==> config.mk <==
export PLATFORM = sky130hd
export DESIGN_NAME = cordic_coprocessor
export DESIGN_NICKNAME = d
export VERILOG_FILES = /design/src/verilog/cordic_pkg.sv /design/src/verilog/cordic_atan_rom.sv /design/src/verilog/cordic_control.sv /design/src/verilog/cordic_coprocessor.sv /design/src/verilog/cordic_datapath.sv /design/src/verilog/cordic_result_stage.sv
export SDC_FILE = /design/constraint.sdc
export NUM_CORES = 1
export LEC_CHECK = 0
export BUFFER_PORTS_ARGS = -buffer_cell sky130_fd_sc_hd__buf_2
export CAP_MARGIN = 5
export CORE_UTILIZATION = 41
export DETAILED_ROUTE_END_ITERATION = 10
export GPL_TIMING_DRIVEN = 0
export PLACE_DENSITY_LB_ADDON = 0.3
export RECOVER_POWER = 25
export SYNTH_ARGS = -nofsm -noshare
export SYNTH_HDL_FRONTEND = slang
export SYNTH_HIERARCHICAL = 1
export SYNTH_SLANG_ARGS = --single-unit
==> constraint.sdc <==
create_clock -name clk -period 10.2 [get_ports clk]
set_input_delay 0.51 -clock clk [delete_from_list [all_inputs] [get_ports clk]]
set_output_delay 0.51 -clock clk [all_outputs]
set_load 0.01 [all_outputs]
==> src/verilog/cordic_pkg.sv <==
package cordic_pkg;

	//////////////////////////////////////////////////
	// Single precision word layout.
	//////////////////////////////////////////////////

	localparam int WORD_WIDTH = 32; // Sign, exponent and fraction together.
	localparam int EXP_WIDTH  = 8;  // Biased exponent field.
	localparam int MANT_WIDTH = 23; // Fraction field without the hidden bit.
	localparam int ITER_WIDTH = 5;  // Enough to index 32 rotations.

	// Reciprocal of the CORDIC gain, about 0.6072529.
	// X starts here so the final vector comes out unscaled.
	localparam logic [WORD_WIDTH-1:0] X_INIT = 32'h3f1b74ee;

	//////////////////////////////////////////////////
	// Sequencer states and operand selection.
	//////////////////////////////////////////////////

	typedef enum logic [3:0] {
		idle,     // Waiting for a start strobe.
		load,     // Angle, operation and region are captured.
		fetch,    // X, Y and Z for the iteration are registered.
		request,  // One cycle pulse on beg_add_subt.
		wait_sum, // Stalled until the adder answers.
		store,    // Adder result is written back.
		next,     // Pick the next variable or iteration.
		finish,   // Output register loads.
		hold      // Result held until ack_cordic.
	} cordic_state_t;

	typedef enum logic [1:0] {
		var_x = 2'd0,
		var_y = 2'd1,
		var_z = 2'd2
	} cordic_var_t;

	// Quadrant the caller folded the angle from.
	typedef enum logic [1:0] {
		region_none = 2'd0,
		region_1    = 2'd1,
		region_2    = 2'd2,
		region_3    = 2'd3
	} region_t;

endpackage

==> src/verilog/cordic_atan_rom.sv <==
`timescale 1ns/100ps

module cordic_atan_rom (
	input  logic [cordic_pkg::ITER_WIDTH-1:0] iter,
	output logic [cordic_pkg::WORD_WIDTH-1:0] atan_value
);

	// Each entry is atan(2^-i) in single precision.
	// Past i = 12 the angle equals 2^-i to float accuracy, so only the exponent moves.
	always_comb
	begin
		case (iter)
			5'd0:    atan_value = 32'h3f490fdb; // pi/4.
			5'd1:    atan_value = 32'h3eed6338;
			5'd2:    atan_value = 32'h3e7adbb0;
			5'd3:    atan_value = 32'h3dfeadd5;
			5'd4:    atan_value = 32'h3d7faade;
			5'd5:    atan_value = 32'h3cffeaae;
			5'd6:    atan_value = 32'h3c7ffaab;
			5'd7:    atan_value = 32'h3bfffeab;
			5'd8:    atan_value = 32'h3b7fffab;
			5'd9:    atan_value = 32'h3affffeb;
			5'd10:   atan_value = 32'h3a7ffffb;
			5'd11:   atan_value = 32'h39ffffff;
			5'd12:   atan_value = 32'h39800000; // From here on a plain power of two.
			5'd13:   atan_value = 32'h39000000;
			5'd14:   atan_value = 32'h38800000;
			5'd15:   atan_value = 32'h38000000;
			5'd16:   atan_value = 32'h37800000;
			5'd17:   atan_value = 32'h37000000;
			5'd18:   atan_value = 32'h36800000;
			5'd19:   atan_value = 32'h36000000;
			5'd20:   atan_value = 32'h35800000;
			5'd21:   atan_value = 32'h35000000;
			5'd22:   atan_value = 32'h34800000;
			5'd23:   atan_value = 32'h34000000;
			5'd24:   atan_value = 32'h33800000;
			5'd25:   atan_value = 32'h33000000;
			5'd26:   atan_value = 32'h32800000;
			5'd27:   atan_value = 32'h32000000;
			5'd28:   atan_value = 32'h31800000;
			5'd29:   atan_value = 32'h31000000;
			5'd30:   atan_value = 32'h30800000;
			5'd31:   atan_value = 32'h30000000;
			default: atan_value = '0; // Only reachable with a wider index.
		endcase
	end

endmodule

==> src/verilog/cordic_control.sv <==
`timescale 1ns/100ps

module cordic_control #(
	parameter int ITERATIONS = 24
) (
	input  logic                              clk,
	input  logic                              reset,
	input  logic                              beg_fsm_cordic,
	input  logic                              ack_cordic,
	input  logic                              ready_add_subt,
	output logic                              ready_cordic,
	output logic                              beg_add_subt,
	output logic                              ack_add_subt,
	output logic                              load_inputs,
	output logic                              fetch_iter,
	output logic                              store_result,
	output logic                              out_load,
	output logic [cordic_pkg::ITER_WIDTH-1:0] iter,
	output cordic_pkg::cordic_var_t           var_sel
);

	cordic_pkg::cordic_state_t state, state_next;
	logic last_iter;

	assign last_iter = (iter == cordic_pkg::ITER_WIDTH'(ITERATIONS - 1));

	//////////////////////////////////////////////////
	// State register and next state.
	//////////////////////////////////////////////////

	always_ff @(posedge clk)
	begin
		if (reset)
			state <= cordic_pkg::idle;
		else
			state <= state_next;
	end

	always_comb
	begin
		state_next = state;
		case (state)
			cordic_pkg::idle:
				if (beg_fsm_cordic)
					state_next = cordic_pkg::load; // Start is ignored anywhere else.
			cordic_pkg::load:     state_next = cordic_pkg::fetch;
			cordic_pkg::fetch:    state_next = cordic_pkg::request;
			cordic_pkg::request:  state_next = cordic_pkg::wait_sum;
			cordic_pkg::wait_sum:
				if (ready_add_subt)
					state_next = cordic_pkg::store;
			cordic_pkg::store:    state_next = cordic_pkg::next;
			cordic_pkg::next:
			begin
				if (var_sel != cordic_pkg::var_z)
					state_next = cordic_pkg::request; // Same iteration, next variable.
				else if (last_iter)
					state_next = cordic_pkg::finish;
				else
					state_next = cordic_pkg::fetch;   // Fresh X, Y, Z for the next step.
			end
			cordic_pkg::finish:   state_next = cordic_pkg::hold;
			cordic_pkg::hold:
				if (ack_cordic)
					state_next = cordic_pkg::idle;
			default:              state_next = cordic_pkg::idle;
		endcase
	end

	//////////////////////////////////////////////////
	// Iteration and variable counters.
	//////////////////////////////////////////////////

	always_ff @(posedge clk)
	begin
		if (reset)
		begin
			iter    <= '0;
			var_sel <= cordic_pkg::var_x;
		end
		else if (state == cordic_pkg::load)
		begin
			iter    <= '0;
			var_sel <= cordic_pkg::var_x;
		end
		else if (state == cordic_pkg::next)
		begin
			if (var_sel != cordic_pkg::var_z)
				var_sel <= cordic_pkg::cordic_var_t'(var_sel + 2'd1);
			else if (!last_iter)
			begin
				var_sel <= cordic_pkg::var_x; // Order is always X, Y, Z.
				iter    <= iter + 1'b1;
			end
		end
	end

	// Datapath enables decode straight from the state.
	assign load_inputs  = (state == cordic_pkg::load);
	assign fetch_iter   = (state == cordic_pkg::fetch);
	assign store_result = (state == cordic_pkg::store);
	assign out_load     = (state == cordic_pkg::finish);

	// Handshake outputs come from flops so they are glitch free.
	always_ff @(posedge clk)
	begin
		if (reset)
		begin
			beg_add_subt <= 1'b0;
			ack_add_subt <= 1'b0;
			ready_cordic <= 1'b0;
		end
		else
		begin
			beg_add_subt <= (state_next == cordic_pkg::request); // High while in request.
			ack_add_subt <= (state == cordic_pkg::store);        // Cycle after the latch.
			ready_cordic <= (state_next == cordic_pkg::hold);
		end
	end

	// The result must stay offered until the consumer takes it.
	ready_held: assert property (@(posedge clk) disable iff (reset)
		ready_cordic && !ack_cordic |=> ready_cordic)
		else $error("ready_cordic dropped before ack_cordic");

endmodule

==> src/verilog/cordic_coprocessor.sv <==
`timescale 1ns/100ps

module cordic_coprocessor #(
	parameter int ITERATIONS = 24 // Rotations per result, 1 to 32.
) (
	input  logic                              clk,
	input  logic                              reset,
	input  logic                              beg_fsm_cordic,
	input  logic                              ack_cordic,
	input  logic                              operation,
	input  logic                              ready_add_subt,
	input  logic [cordic_pkg::WORD_WIDTH-1:0] data_in,
	input  logic [cordic_pkg::WORD_WIDTH-1:0] result_add_subt,
	input  logic [1:0]                        shift_region_flag,
	output logic                              ready_cordic,
	output logic                              beg_add_subt,
	output logic                              ack_add_subt,
	output logic                              op_add_subt,
	output logic [cordic_pkg::WORD_WIDTH-1:0] add_subt_dataA,
	output logic [cordic_pkg::WORD_WIDTH-1:0] add_subt_dataB,
	output logic [cordic_pkg::WORD_WIDTH-1:0] data_output
);

	logic                              load_inputs, fetch_iter, store_result, out_load;
	logic [cordic_pkg::ITER_WIDTH-1:0] iter;
	cordic_pkg::cordic_var_t           var_sel;
	logic [cordic_pkg::WORD_WIDTH-1:0] atan_value;
	logic [cordic_pkg::WORD_WIDTH-1:0] x_final, y_final;

	// Sequencer and adder handshake.
	cordic_control #(
		.ITERATIONS(ITERATIONS)
	) control0 (
		.clk(clk), .reset(reset),
		.beg_fsm_cordic(beg_fsm_cordic), .ack_cordic(ack_cordic),
		.ready_add_subt(ready_add_subt), .ready_cordic(ready_cordic),
		.beg_add_subt(beg_add_subt), .ack_add_subt(ack_add_subt),
		.load_inputs(load_inputs), .fetch_iter(fetch_iter),
		.store_result(store_result), .out_load(out_load),
		.iter(iter), .var_sel(var_sel)
	);

	// X, Y, Z registers and operand muxing.
	cordic_datapath datapath0 (
		.clk(clk), .reset(reset),
		.load_inputs(load_inputs), .fetch_iter(fetch_iter), .store_result(store_result),
		.data_in(data_in), .result_add_subt(result_add_subt), .atan_value(atan_value),
		.iter(iter), .var_sel(var_sel),
		.add_subt_dataA(add_subt_dataA), .add_subt_dataB(add_subt_dataB),
		.op_add_subt(op_add_subt), .x_final(x_final), .y_final(y_final)
	);

	cordic_atan_rom atan_rom0 (
		.iter(iter),
		.atan_value(atan_value)
	);

	// Picks sine or cosine and applies the quadrant sign.
	cordic_result_stage result0 (
		.clk(clk), .reset(reset),
		.load_inputs(load_inputs), .out_load(out_load), .operation(operation),
		.shift_region_flag(shift_region_flag),
		.x_final(x_final), .y_final(y_final),
		.data_output(data_output)
	);

endmodule

==> src/verilog/cordic_datapath.sv <==
`timescale 1ns/100ps

module cordic_datapath (
	input  logic                                clk,
	input  logic                                reset,
	input  logic                                load_inputs,
	input  logic                                fetch_iter,
	input  logic                                store_result,
	input  logic [cordic_pkg::WORD_WIDTH-1:0]   data_in,
	input  logic [cordic_pkg::WORD_WIDTH-1:0]   result_add_subt,
	input  logic [cordic_pkg::WORD_WIDTH-1:0]   atan_value,
	input  logic [cordic_pkg::ITER_WIDTH-1:0]   iter,
	input  cordic_pkg::cordic_var_t             var_sel,
	output logic [cordic_pkg::WORD_WIDTH-1:0]   add_subt_dataA,
	output logic [cordic_pkg::WORD_WIDTH-1:0]   add_subt_dataB,
	output logic                                op_add_subt,
	output logic [cordic_pkg::WORD_WIDTH-1:0]   x_final,
	output logic [cordic_pkg::WORD_WIDTH-1:0]   y_final
);

	localparam int W = cordic_pkg::WORD_WIDTH;
	localparam int E = cordic_pkg::EXP_WIDTH;
	localparam int M = cordic_pkg::MANT_WIDTH;

	logic [W-1:0] z_init;                 // Angle captured at start.
	logic         first_iter;             // High until the first fetch is done.
	logic [W-1:0] x_cur, y_cur, z_cur;    // Values at the start of this iteration.
	logic [W-1:0] x_res, y_res, z_res;    // Adder results of this iteration.
	logic [W-1:0] x_shift, y_shift;       // X and Y scaled by 2^-iter.
	logic         z_sign;                 // Rotation direction.

	// Multiplying by 2^-n in float is just an exponent decrement.
	// A zero word must stay zero or its exponent would wrap to a huge value.
	function automatic logic [W-1:0] exp_shift(input logic [W-1:0] value,
		input logic [cordic_pkg::ITER_WIDTH-1:0] amount);
		logic [E-1:0] exp_field;
		exp_field = value[W-2:M];
		if (exp_field == '0)
			return value;
		return {value[W-1], exp_field - E'(amount), value[M-1:0]};
	endfunction

	//////////////////////////////////////////////////
	// Iteration registers.
	//////////////////////////////////////////////////

	always_ff @(posedge clk)
	begin
		if (reset)
			first_iter <= 1'b0;
		else if (load_inputs)
			first_iter <= 1'b1; // Next fetch takes the initial values.
		else if (fetch_iter)
			first_iter <= 1'b0;
	end

	always_ff @(posedge clk)
	begin
		if (load_inputs)
			z_init <= data_in;
		if (fetch_iter)
		begin
			x_cur <= first_iter ? cordic_pkg::X_INIT : x_res; // X starts at 1/K.
			y_cur <= first_iter ? '0 : y_res;                 // Y starts at zero.
			z_cur <= first_iter ? z_init : z_res;
		end
		if (store_result)
		begin
			case (var_sel)
				cordic_pkg::var_x: x_res <= result_add_subt;
				cordic_pkg::var_y: y_res <= result_add_subt;
				default:           z_res <= result_add_subt;
			endcase
		end
	end

	//////////////////////////////////////////////////
	// Adder operand selection.
	//////////////////////////////////////////////////

	assign x_shift = exp_shift(x_cur, iter);
	assign y_shift = exp_shift(y_cur, iter);
	assign z_sign  = z_cur[W-1]; // Rotation mode, so the sign of Z steers.

	always_comb
	begin
		case (var_sel)
			cordic_pkg::var_x:
			begin
				add_subt_dataA = x_cur;
				add_subt_dataB = y_shift;
				op_add_subt    = ~z_sign; // X - Ys for a positive Z.
			end
			cordic_pkg::var_y:
			begin
				add_subt_dataA = y_cur;
				add_subt_dataB = x_shift;
				op_add_subt    = z_sign;  // Y + Xs for a positive Z.
			end
			default:
			begin
				add_subt_dataA = z_cur;
				add_subt_dataB = atan_value;
				op_add_subt    = ~z_sign; // Drive Z toward zero.
			end
		endcase
	end

	assign x_final = x_res;
	assign y_final = y_res;

endmodule

==> src/verilog/cordic_result_stage.sv <==
`timescale 1ns/100ps

module cordic_result_stage (
	input  logic                              clk,
	input  logic                              reset,
	input  logic                              load_inputs,
	input  logic                              out_load,
	input  logic                              operation,
	input  logic [1:0]                        shift_region_flag,
	input  logic [cordic_pkg::WORD_WIDTH-1:0] x_final,
	input  logic [cordic_pkg::WORD_WIDTH-1:0] y_final,
	output logic [cordic_pkg::WORD_WIDTH-1:0] data_output
);

	localparam int W = cordic_pkg::WORD_WIDTH;

	logic                op_sine;  // Captured operation, 1 for sine.
	cordic_pkg::region_t region;   // Captured quadrant flag.
	logic [W-1:0]        selected;
	logic                invert;

	always_ff @(posedge clk)
	begin
		if (load_inputs)
		begin
			op_sine <= operation;
			region  <= cordic_pkg::region_t'(shift_region_flag);
		end
	end

	// Cosine is negative in regions 1 and 2, sine in regions 2 and 3.
	always_comb
	begin
		selected = op_sine ? y_final : x_final;
		case (region)
			cordic_pkg::region_1: invert = ~op_sine;
			cordic_pkg::region_2: invert = 1'b1;
			cordic_pkg::region_3: invert = op_sine;
			default:              invert = 1'b0;
		endcase
	end

	always_ff @(posedge clk)
	begin
		if (reset)
			data_output <= '0;
		else if (out_load)
			data_output <= {selected[W-1] ^ invert, selected[W-2:0]}; // Flip only the sign.
	end

endmodule
# Word-level counts from Yosys, hierarchy flattened

Memories as Yosys holds them, arrays and structs flattened. A register that Yosys moved wholly into a read port is not among the register bits.
Index checks and enable logic that the tools add are counted.

ROM bits: 896
Memories: 1
Register bits after elaboration: 274
Word-level logic and storage cells: 81

Memories:

| memory           | depth | bits a word | rd ports | clocked after memory_dff | wr ports | line                  | text |
|---|---|---|---|---|---|---|---|
| (name not given) | 32    | 28          | 1        | 1                        | 0        | cordic_atan_rom.sv:12 | `case (iter)` |

Bitwise gates (word level): 6
Multiplexer cells: 24
Add/subtract/negate cells: 4
Reductions and logical operators: 12
Equality and inequality tests: 17

Operators by type and width:

| cell                                          | count |
|---|---|
| two-way mux 32 bit                            | 6 |
| one-hot mux 32 bit (2 select lines)           | 2 |
| one-hot mux 4 bit (9 select lines)            | 1 |
| == test 4 x 3 -> 1 bit, second input constant | 4 |
| zero test 8 bit                               | 2 |
| two-way mux 4 bit                             | 4 |
| subtractor 8 x 5 -> 8 bit                     | 2 |
| == test 4 x 2 -> 1 bit, second input constant | 3 |
| two-way mux 5 bit                             | 2 |
| == test 4 bit, second input constant          | 2 |
| AND reduction 2 bit                           | 4 |
| adder 5 x 1 -> 5 bit, second input constant   | 1 |
| == test 5 bit, second input constant          | 1 |
| two-way mux 1 bit                             | 5 |
| NOT 1 bit                                     | 5 |
| == test 2 x 1 -> 1 bit, second input constant | 2 |
| == test 2 bit, second input constant          | 2 |
| == test 4 x 1 -> 1 bit, second input constant | 1 |
| zero test 4 bit                               | 1 |
| two-way mux 2 bit                             | 2 |
| inequality test 2 bit, second input constant  | 2 |
| OR reduction 2 bit                            | 2 |
| two-way mux 3 bit                             | 1 |
| one-hot mux 1 bit (3 select lines)            | 1 |
| 5 further kinds                               | 5 |

# Longest topological paths before layout

Gate-level depths: netlist of run 1.

Word-level depth: 5
Mapped depth: 9
Gate-level depth less buffers: 9

# Hierarchy

Netlist of run 1, hierarchy kept.

Modules (own cells, without submodules):

| module              | area an instance (sq um) | seq. area each (sq um) | instances | cells each |
|---|---|---|---|---|
| cordic_datapath     | 9440.3                   | 6746.5                 | 1         | 622 |
| cordic_result_stage | 1562.7                   | 730.7                  | 1         | 149 |
| cordic_control      | 780.7                    | 280.3                  | 1         | 84 |
| cordic_atan_rom     | 454.2                    | 0.0                    | 1         | 70 |

# Least setup slack after synthesis of run 1

OpenSTA, ideal clock, no wires.

Path type: reg2reg
Start: register control0.state[1]
End: register datapath0.x_cur[0] (enable)
Cell stages (with the launch flop): 4
Arrival time: 7158 ps
Setup slack: 2371 ps
Cell sequence: dfxtp_1 -> buf_2 -> nand2b_1 -> nor3_1

Longest elaborated chain between the ends: 1

RTL lines:

| what                     | line                     | text |
|---|---|---|
| start: declaration       | cordic_control.sv:22     | `cordic_pkg::cordic_state_t state, state_next;` |
| start signal: assignment | cordic_control.sv:34     | `state <= cordic_pkg::idle;` |
| start signal: assignment | cordic_control.sv:36     | `state <= state_next;` |
| == test 4 x 2 -> 1 bit   | cordic_control.sv:100    | `assign fetch_iter = (state == cordic_pkg::fetch);` |
| net fetch_iter           | cordic_coprocessor.sv:24 | `logic load_inputs, fetch_iter, store_result, out_load;` |
| end signal: assignment   | cordic_datapath.sv:63    | `x_cur <= first_iter ? cordic_pkg::X_INIT : x_res;` |
| end: declaration         | cordic_datapath.sv:27    | `logic [W-1:0] x_cur, y_cur, z_cur;` |

The timed path passes the listed nets, and every way through them passes these cells.
A chain may end at the register's enable or synchronous reset.

# Final worst setup path of run 1

Start: register control0/iter[0] (netlist bit)
End: output port add_subt_dataB[29] (netlist bit)

Longest elaborated chain between the ends: 3

RTL lines:

| what                                  | line                     | text |
|---|---|---|
| start: declaration                    | cordic_control.sv:18     | `output logic [cordic_pkg::ITER_WIDTH-1:0] iter,` |
| start signal: assignment              | cordic_control.sv:93     | `iter <= iter + 1'b1;` |
| subtractor 8 x 5 -> 8 bit             | cordic_datapath.sv:40    | `return {value[W-1], exp_field - E'(amount), value[M-1:0]};` |
| two-way mux 32 bit                    | cordic_datapath.sv:40    |  |
| one-hot mux 32 bit (2 select lines) * | cordic_datapath.sv:87    | `case (var_sel)` |
| end: declaration                      | cordic_coprocessor.sv:20 | `output logic [cordic_pkg::WORD_WIDTH-1:0] add_subt_dataB,` |

Every way passes the cells marked *; elsewhere a longest branch is shown, timed or not.

==> results.md, run 1 <==
- Outcome: completed
- Row Count: 62
- Placed cells: 1,497
- Distinct cell type count after synthesis: 72
- CP max FO: 11
- Final Util: 0.508
- TritonCTS clock tree: built
- Type of the most critical hold path: input port to register
- Syn-to-layout area delta: 20.3%
- WP data arrival: 2.98 ns
- I/O Buffers: 171
- Post-synth EDFFs: 227
- Post-route insts no fill: 1,550
- Hold-fix buffers, CTS: 0
- Crit start category: register
- Root Buffer: clkbuf_16
- Post-route ant nets: 0
- Die Span Y: 175 µm
- Initial antenna violation count: 0
- Clk buf depth: 3
- H-tree levels: 1
- Drt wl/cell: 21.2 µm
- Remaining Overflow, GRT: 0
- Die X: 175 µm
- Cell taking the most area after synthesis: edfxtp_1
- Via count of the first global-routing pass: 8,066
- Most frequent cells in the layout: edfxtp_1, buf_2, mux2i_1
- Resized Gates After CTS: 0
- Cts bufs inserted: 29
- Max stage delay on crit path: 0.64 ns
- Num ports: 172
- Antenna Cells: 0
- Detailed Route WL: 32,900 µm
- Post-layout net count: 1,236
- Clock slew seen by the registers of the worst setup and hold paths: 0.06 ns
- Max_cap viols: 0
- Layout cells sized above 1: 0.270
- Crit-path cells: ha_1, inv_1, fa_1, a21oi_1, o211ai_1, xnor2_1, a22oi_1, o21ai_0, buf_2
- Tcrit/Tclk final: 0.342
- Most common cell after layout, fill and taps aside: edfxtp_1
- Via density: 5.23
- Syn avg cell area: 13.2 µm²
- Leakage Power: 5.14 nW
- Netlist area before placement: 12,200 µm²
- Worst Clk Skew: 0.00969 ns
- Iteration-0 DRC Markers: 547
- Synthesis-stage register bit count: 274
- Insertion delay to the later sink of the worst-skew pair: 0.55 ns
- Delay-heaviest family, CP: compound AO/OA/AOI/OAI gates
- Fmax: 287 MHz
- RePlAce Congestion: 0.843
- Largest net degree at the start of global routing: 22
- Period minus WS final: 3.49 ns
- Proportion of netlist area held by the largest area contributor: 0.557
- Yosys warns: 6
- Drt first pass iters: 5
- CP max-delay cell: dfxtp_1
- Area of the die: 30,500 µm²
- Worst relative slew slack: 0.368
- Routed via count: 8,100
- Setup bufs post-CTS: 0
- Syn Inst Count: 925
- Fillcell total: 2,594
- Worst endpoint required time: 9.69 ns
- Largest vdd supply drop: 0.107 mV
- Crit path kind: register to output pin
- Final max-slew violation count: 0
- Hpwl dp: 23,000 µm
- Global-route wire length before repair: 48,500 µm
- Clk sink count: 274
- Power Dens Cells: 171 nW/µm²
- Core area: 29,000 µm²
- GRT Util Overall: 0.215
- Critical Path End Type: output pin
- Worst-margin pin slew: 0.948 ns
- Starting density of the core: 0.422
- RSZ-0062 raised after global routing: no
- Top cells by area, synth: edfxtp_1, dfxtp_1, mux2i_1, mux2_2, o21ai_0
- Seq/Total Area, Yosys: 0.634
- Final number of setup-violating endpoints: 0
- # DRC: 0
- Buffers & Inverters on Critical Path: 2
- Ys flop type: edfxtp_1
- Final Hold Viols: 0
- FFs w/ async S/R, synth: 0
where the power goes:
group          total (W)  internal (W)  switching [W]
Combinational   0.000186     0.0000736       0.000113
Sequential       0.00127       0.00126      0.0000155
Clock            0.00106      0.000630       0.000432
Total            0.00252       0.00196       0.000560
cells in the mapped netlist, types with 4 or more instances:
master and number:
edfxtp_1 227, mux2i_1 89, nand2_1 75, o21ai_0 62, nor2_1 52, dfxtp_1 47, nor2b_1 47, a211oi_1 34
mux2_2 32, a21oi_1 27, clkbuf_1 26, or2_2 20, ha_1 18, inv_1 18, buf_4 15, buf_2 13
xnor2_1 9, buf_6 8, nand2b_1 7, nand3_1 7, nor3_1 6, inv_2 5, nand3b_1 4, nor4_1 4
xor2_1 4
state kept, by name (all words and copies together) (netlist names), 4 cells and up:
name                 count
datapath0/z_init        32
datapath0/z_res         32
datapath0/y_final       32
control0/iter            5
datapath0/x_final       32
result0/data_output     32
datapath0/x_cur         32
datapath0/y_cur         32
control0/state           4
datapath0/z_cur         32
final cells by class:
type / instances / area (µm²) / share of cell area
Inverter: 23 / 86.3 / 0.00586
Clock buffer: 35 / 758 / 0.0515
Buffer: 68 / 433 / 0.0294
Clock inverter: 18 / 199 / 0.0135
Multi-Input combinational cell: 562 / 3980 / 0.270
Timing Repair Buffer: 186 / 1030 / 0.0701
Tap cell: 384 / 480 / 0.0326
Sequential cell: 274 / 7760 / 0.527
worst register-to-register path, stage by stage, from the launching register on:
cell,delay (ns)
dfxtp_1,0.37
clkbuf_1,0.32
nand2b_1,0.19
nor3_2,0.62
buf_6,0.24
buf_6,0.17
buf_6,0.19
buf_6,0.19
buf_6,0.17
cell families after synthesis:
kind of cell / after synthesis / synth area share
AND/OR/NAND/NOR: 244 / 0.105
buffers and inverters: 91 / 0.0427
flip-flops: 274 / 0.634
other: 2 / 0.000614
multiplexers: 121 / 0.102
XOR/XNOR: 13 / 0.00930
AO/OA/AOI/OAI: 160 / 0.0847
adder cells (fa/ha/maj): 20 / 0.0217
per-stage QoR:
| stage | total power [W] | worst slack, ns | setup TNS (ns) | hold WS, ns | area (µm²) |
|---|---|---|---|---|---|
| 2_1_floorplan | 0.00140 | 2.37 | 0 | 0.449 | 12200 |
| 3_3_place_gp | 0.00148 | -1.37 | -132.36 | 0.472 | 13600 |
| 3_5_place_dp | 0.00148 | 7.31 | 0 | 0.479 | 13800 |
| 4_1_cts | 0.00254 | 6.71 | 0 | 0.114 | 14800 |
| 5_1_grt | 0.00259 | 6.55 | 0 | 0.116 | 14700 |
| 6_report | 0.00252 | 6.71 | 0 | 0.132 | 14700 |
worst paths after layout:
check                               from                endpoint  slack [ns]  cells past startpoint
setup / recovery        control0/iter[0]      add_subt_dataB[29]        6.71                      9
hold / removal                data_in[5]     datapath0/z_init[5]        0.13                      1
setup reg to reg       control0/state[1]      datapath0/x_cur[2]        7.46                      8
hold reg to reg   result0/data_output[3]  result0/data_output[3]        0.48                      2
layer usage:
layer	track usage	part of all wire
met1	0.303	0.45
met5	0	0
met3	0.0309	0.066
met2	0.346	0.46
met4	0.0576	0.021
No activity file was read; power rests on OpenSTA's default activity.
==> run 2, diff against run 1 <==
clock period = 2.9 ns   (was 10.2 ns; I/O delays follow)
==> run 2 against run 1 <==
Combinational power grew to 4.0 times the previous value; cell area is 5.7% higher; total power grew to 3.6 times the previous value; worst hold slack worse by 0.094 ns; cell count is 4.6% higher; clock-buffer cell count stayed put; non-clock buffer count is 67 higher; critical endpoint is now add_subt_dataB[27]; largest cell class unchanged; highest routed layer unchanged.
==> results.md, run 2 (same netlist as run 1, synthesis figures left out) <==
- Final max-slew violation count: 0
- H-tree levels: 1
- Max stage delay on crit path: 0.44 ns
- Place WS: 0.350 ns
- WP data arrival: 2.65 ns
- Worst-margin pin slew: 0.964 ns
- Post-route insts no fill: 1,621
- Syn-to-layout area delta: 27.1%
- Clock slew seen by the registers of the worst setup and hold paths: 0.06 ns
- Via density: 5.13
- Type of the most critical hold path: input port to register
- Drt first pass iters: 5
- Worst endpoint required time: 2.76 ns
- TritonCTS clock tree: built
- Root Buffer: clkbuf_16
- Delay-heaviest family, CP: compound AO/OA/AOI/OAI gates
- Via count of the first global-routing pass: 8,344
- I/O Buffers: 171
- Clk buf depth: 3
- Fmax: 358 MHz
- Max_cap viols: 0
- Outcome: completed
- Die X: 175 µm
- Num ports: 172
- Most frequent cells in the layout: edfxtp_1, buf_2, mux2i_1
- Period minus WS final: 2.79 ns
- Min Hold Slack: 0.0375 ns
- GRT Util Overall: 0.217
- Worst Clk Skew: 0.0167 ns
- Global-route wire length before repair: 49,300 µm
- Crit start category: register
- Layout cells sized above 1: 0.252
- Routed via count: 8,319
- Starting density of the core: 0.422
- Buffers & Inverters on Critical Path: 3
- Insertion delay to the later sink of the worst-skew pair: 0.56 ns
- Die Span Y: 175 µm
- Cell mode on critical path: inv_1
- Final number of setup-violating endpoints: 0
- Iteration-0 DRC Markers: 613
- CP max FO: 3
- Core area: 29,000 µm²
- Clk sink count: 274
- Tcrit/Tclk final: 0.963
- Post-route ant nets: 0
- Most common cell after layout, fill and taps aside: edfxtp_1
- Crit-path cells: inv_1, ha_1, inv_1, fa_1, a211oi_2, nor2_1, o311ai_1, buf_2
- Post-layout net count: 1,304
- RePlAce Congestion: 0.849
- Placed cells: 1,492
- Drt wl/cell: 20.4 µm
- CP max-delay cell: fa_1
- Final Hold Viols: 0
- Worst relative slew slack: 0.357
- Row Count: 62
- # DRC: 0
- Remaining Overflow, GRT: 0
- Detailed Route WL: 33,100 µm
- Initial antenna violation count: 0
- Largest net degree at the start of global routing: 23
- Area of the die: 30,500 µm²
- Cts bufs inserted: 30
- Power Dens Cells: 587 nW/µm²
- RSZ-0062 raised after global routing: yes
- Critical Path End Type: output pin
- Largest vdd supply drop: 0.450 mV
- Fin worst setup slack: 0.107 ns
- Leakage Power: 5.42 nW
- Hpwl dp: 22,800 µm
- Crit path kind: register to output pin
==> run 2: changes by cell type in the layout (fill, tap and decap cells not counted), moves of 3 or more <==
| cell | previous run | this run |
|---|---|---|
| buf_2 | 148 | 135 |
| buf_4 | 15 | 18 |
| buf_6 | 18 | 9 |
| clkbuf_1 | 67 | 77 |
| clkinv_1 | 2 | 5 |
| dfxtp_1 | 47 | 44 |
| dlygate4sd3_1 | 0 | 69 |
==> run 2: worst paths after layout <==
check                          from                      to  slack [ns]  cells past startpoint
min reg2reg  result0/data_output[1]  result0/data_output[1]        0.49                      2
max reg2reg     control0/var_sel[1]    datapath0/x_final[4]        0.39                      6
min                  ready_add_subt   control0/beg_add_subt        0.04                      4
max             datapath0/x_cur[23]      add_subt_dataB[27]        0.11                      8
==> run 2: cell type report <==
class,instances,area (µm²)
fill,2527,13500
buffer,68,440
sequential,274,7770
tap,384,480
clock buffer,35,790
clock inverter,21,248
timing repair buffer,253,1720
multi-input combinational,562,4020
antenna,1,2.50
inverter,23,90.1
==> run 2: power by group <==
group          switching (W)  leakage (nW)  internal, W
Sequential         0.0000539          2.45      0.00441
Combinational       0.000416          2.46     0.000327
Clock                0.00153         0.505      0.00239
==> run 2: repair_timing <==
action / in CTS / in global routing
hold buffers: 69 / 0
hold endpoints to repair: 134 / 0
resized for setup: 3 / 7
pin swaps: 0 / 1
buffers inserted: 1 / 2
endpoints found under the setup margin: 4 / 4
==> run 2: stage by stage <==
step	instance area (µm²)	power (W)	util	TNS [ns]
2_1_floorplan	12300	0.00492	-	-38.47
3_3_place_gp	13600	0.00520	0.469	-207.32
3_5_place_dp	13800	0.00523	0.477	0
4_1_cts	15600	0.00921	0.537	0
5_1_grt	15600	0.00944	0.536	-0.0150
6_report	15600	0.00913	0.536	0
==> run 2: tightest hold or removal path, delay by kind of cell <==
kind,cells,cell delay (ns)
simple gates,1,0.06
buf+inv,1,0.10
compound gates,2,0.24
==> run 2: metal layers <==
layer | share of wire | up-vias | GRT usage
met1 | 0.44 | 4031 | 0.298
met3 | 0.069 | 45 | 0.0418
li1 | - | 3959 | -
met4 | 0.021 | 0 | 0.0583
met5 | 0 | - | 0
met2 | 0.47 | 284 | 0.351
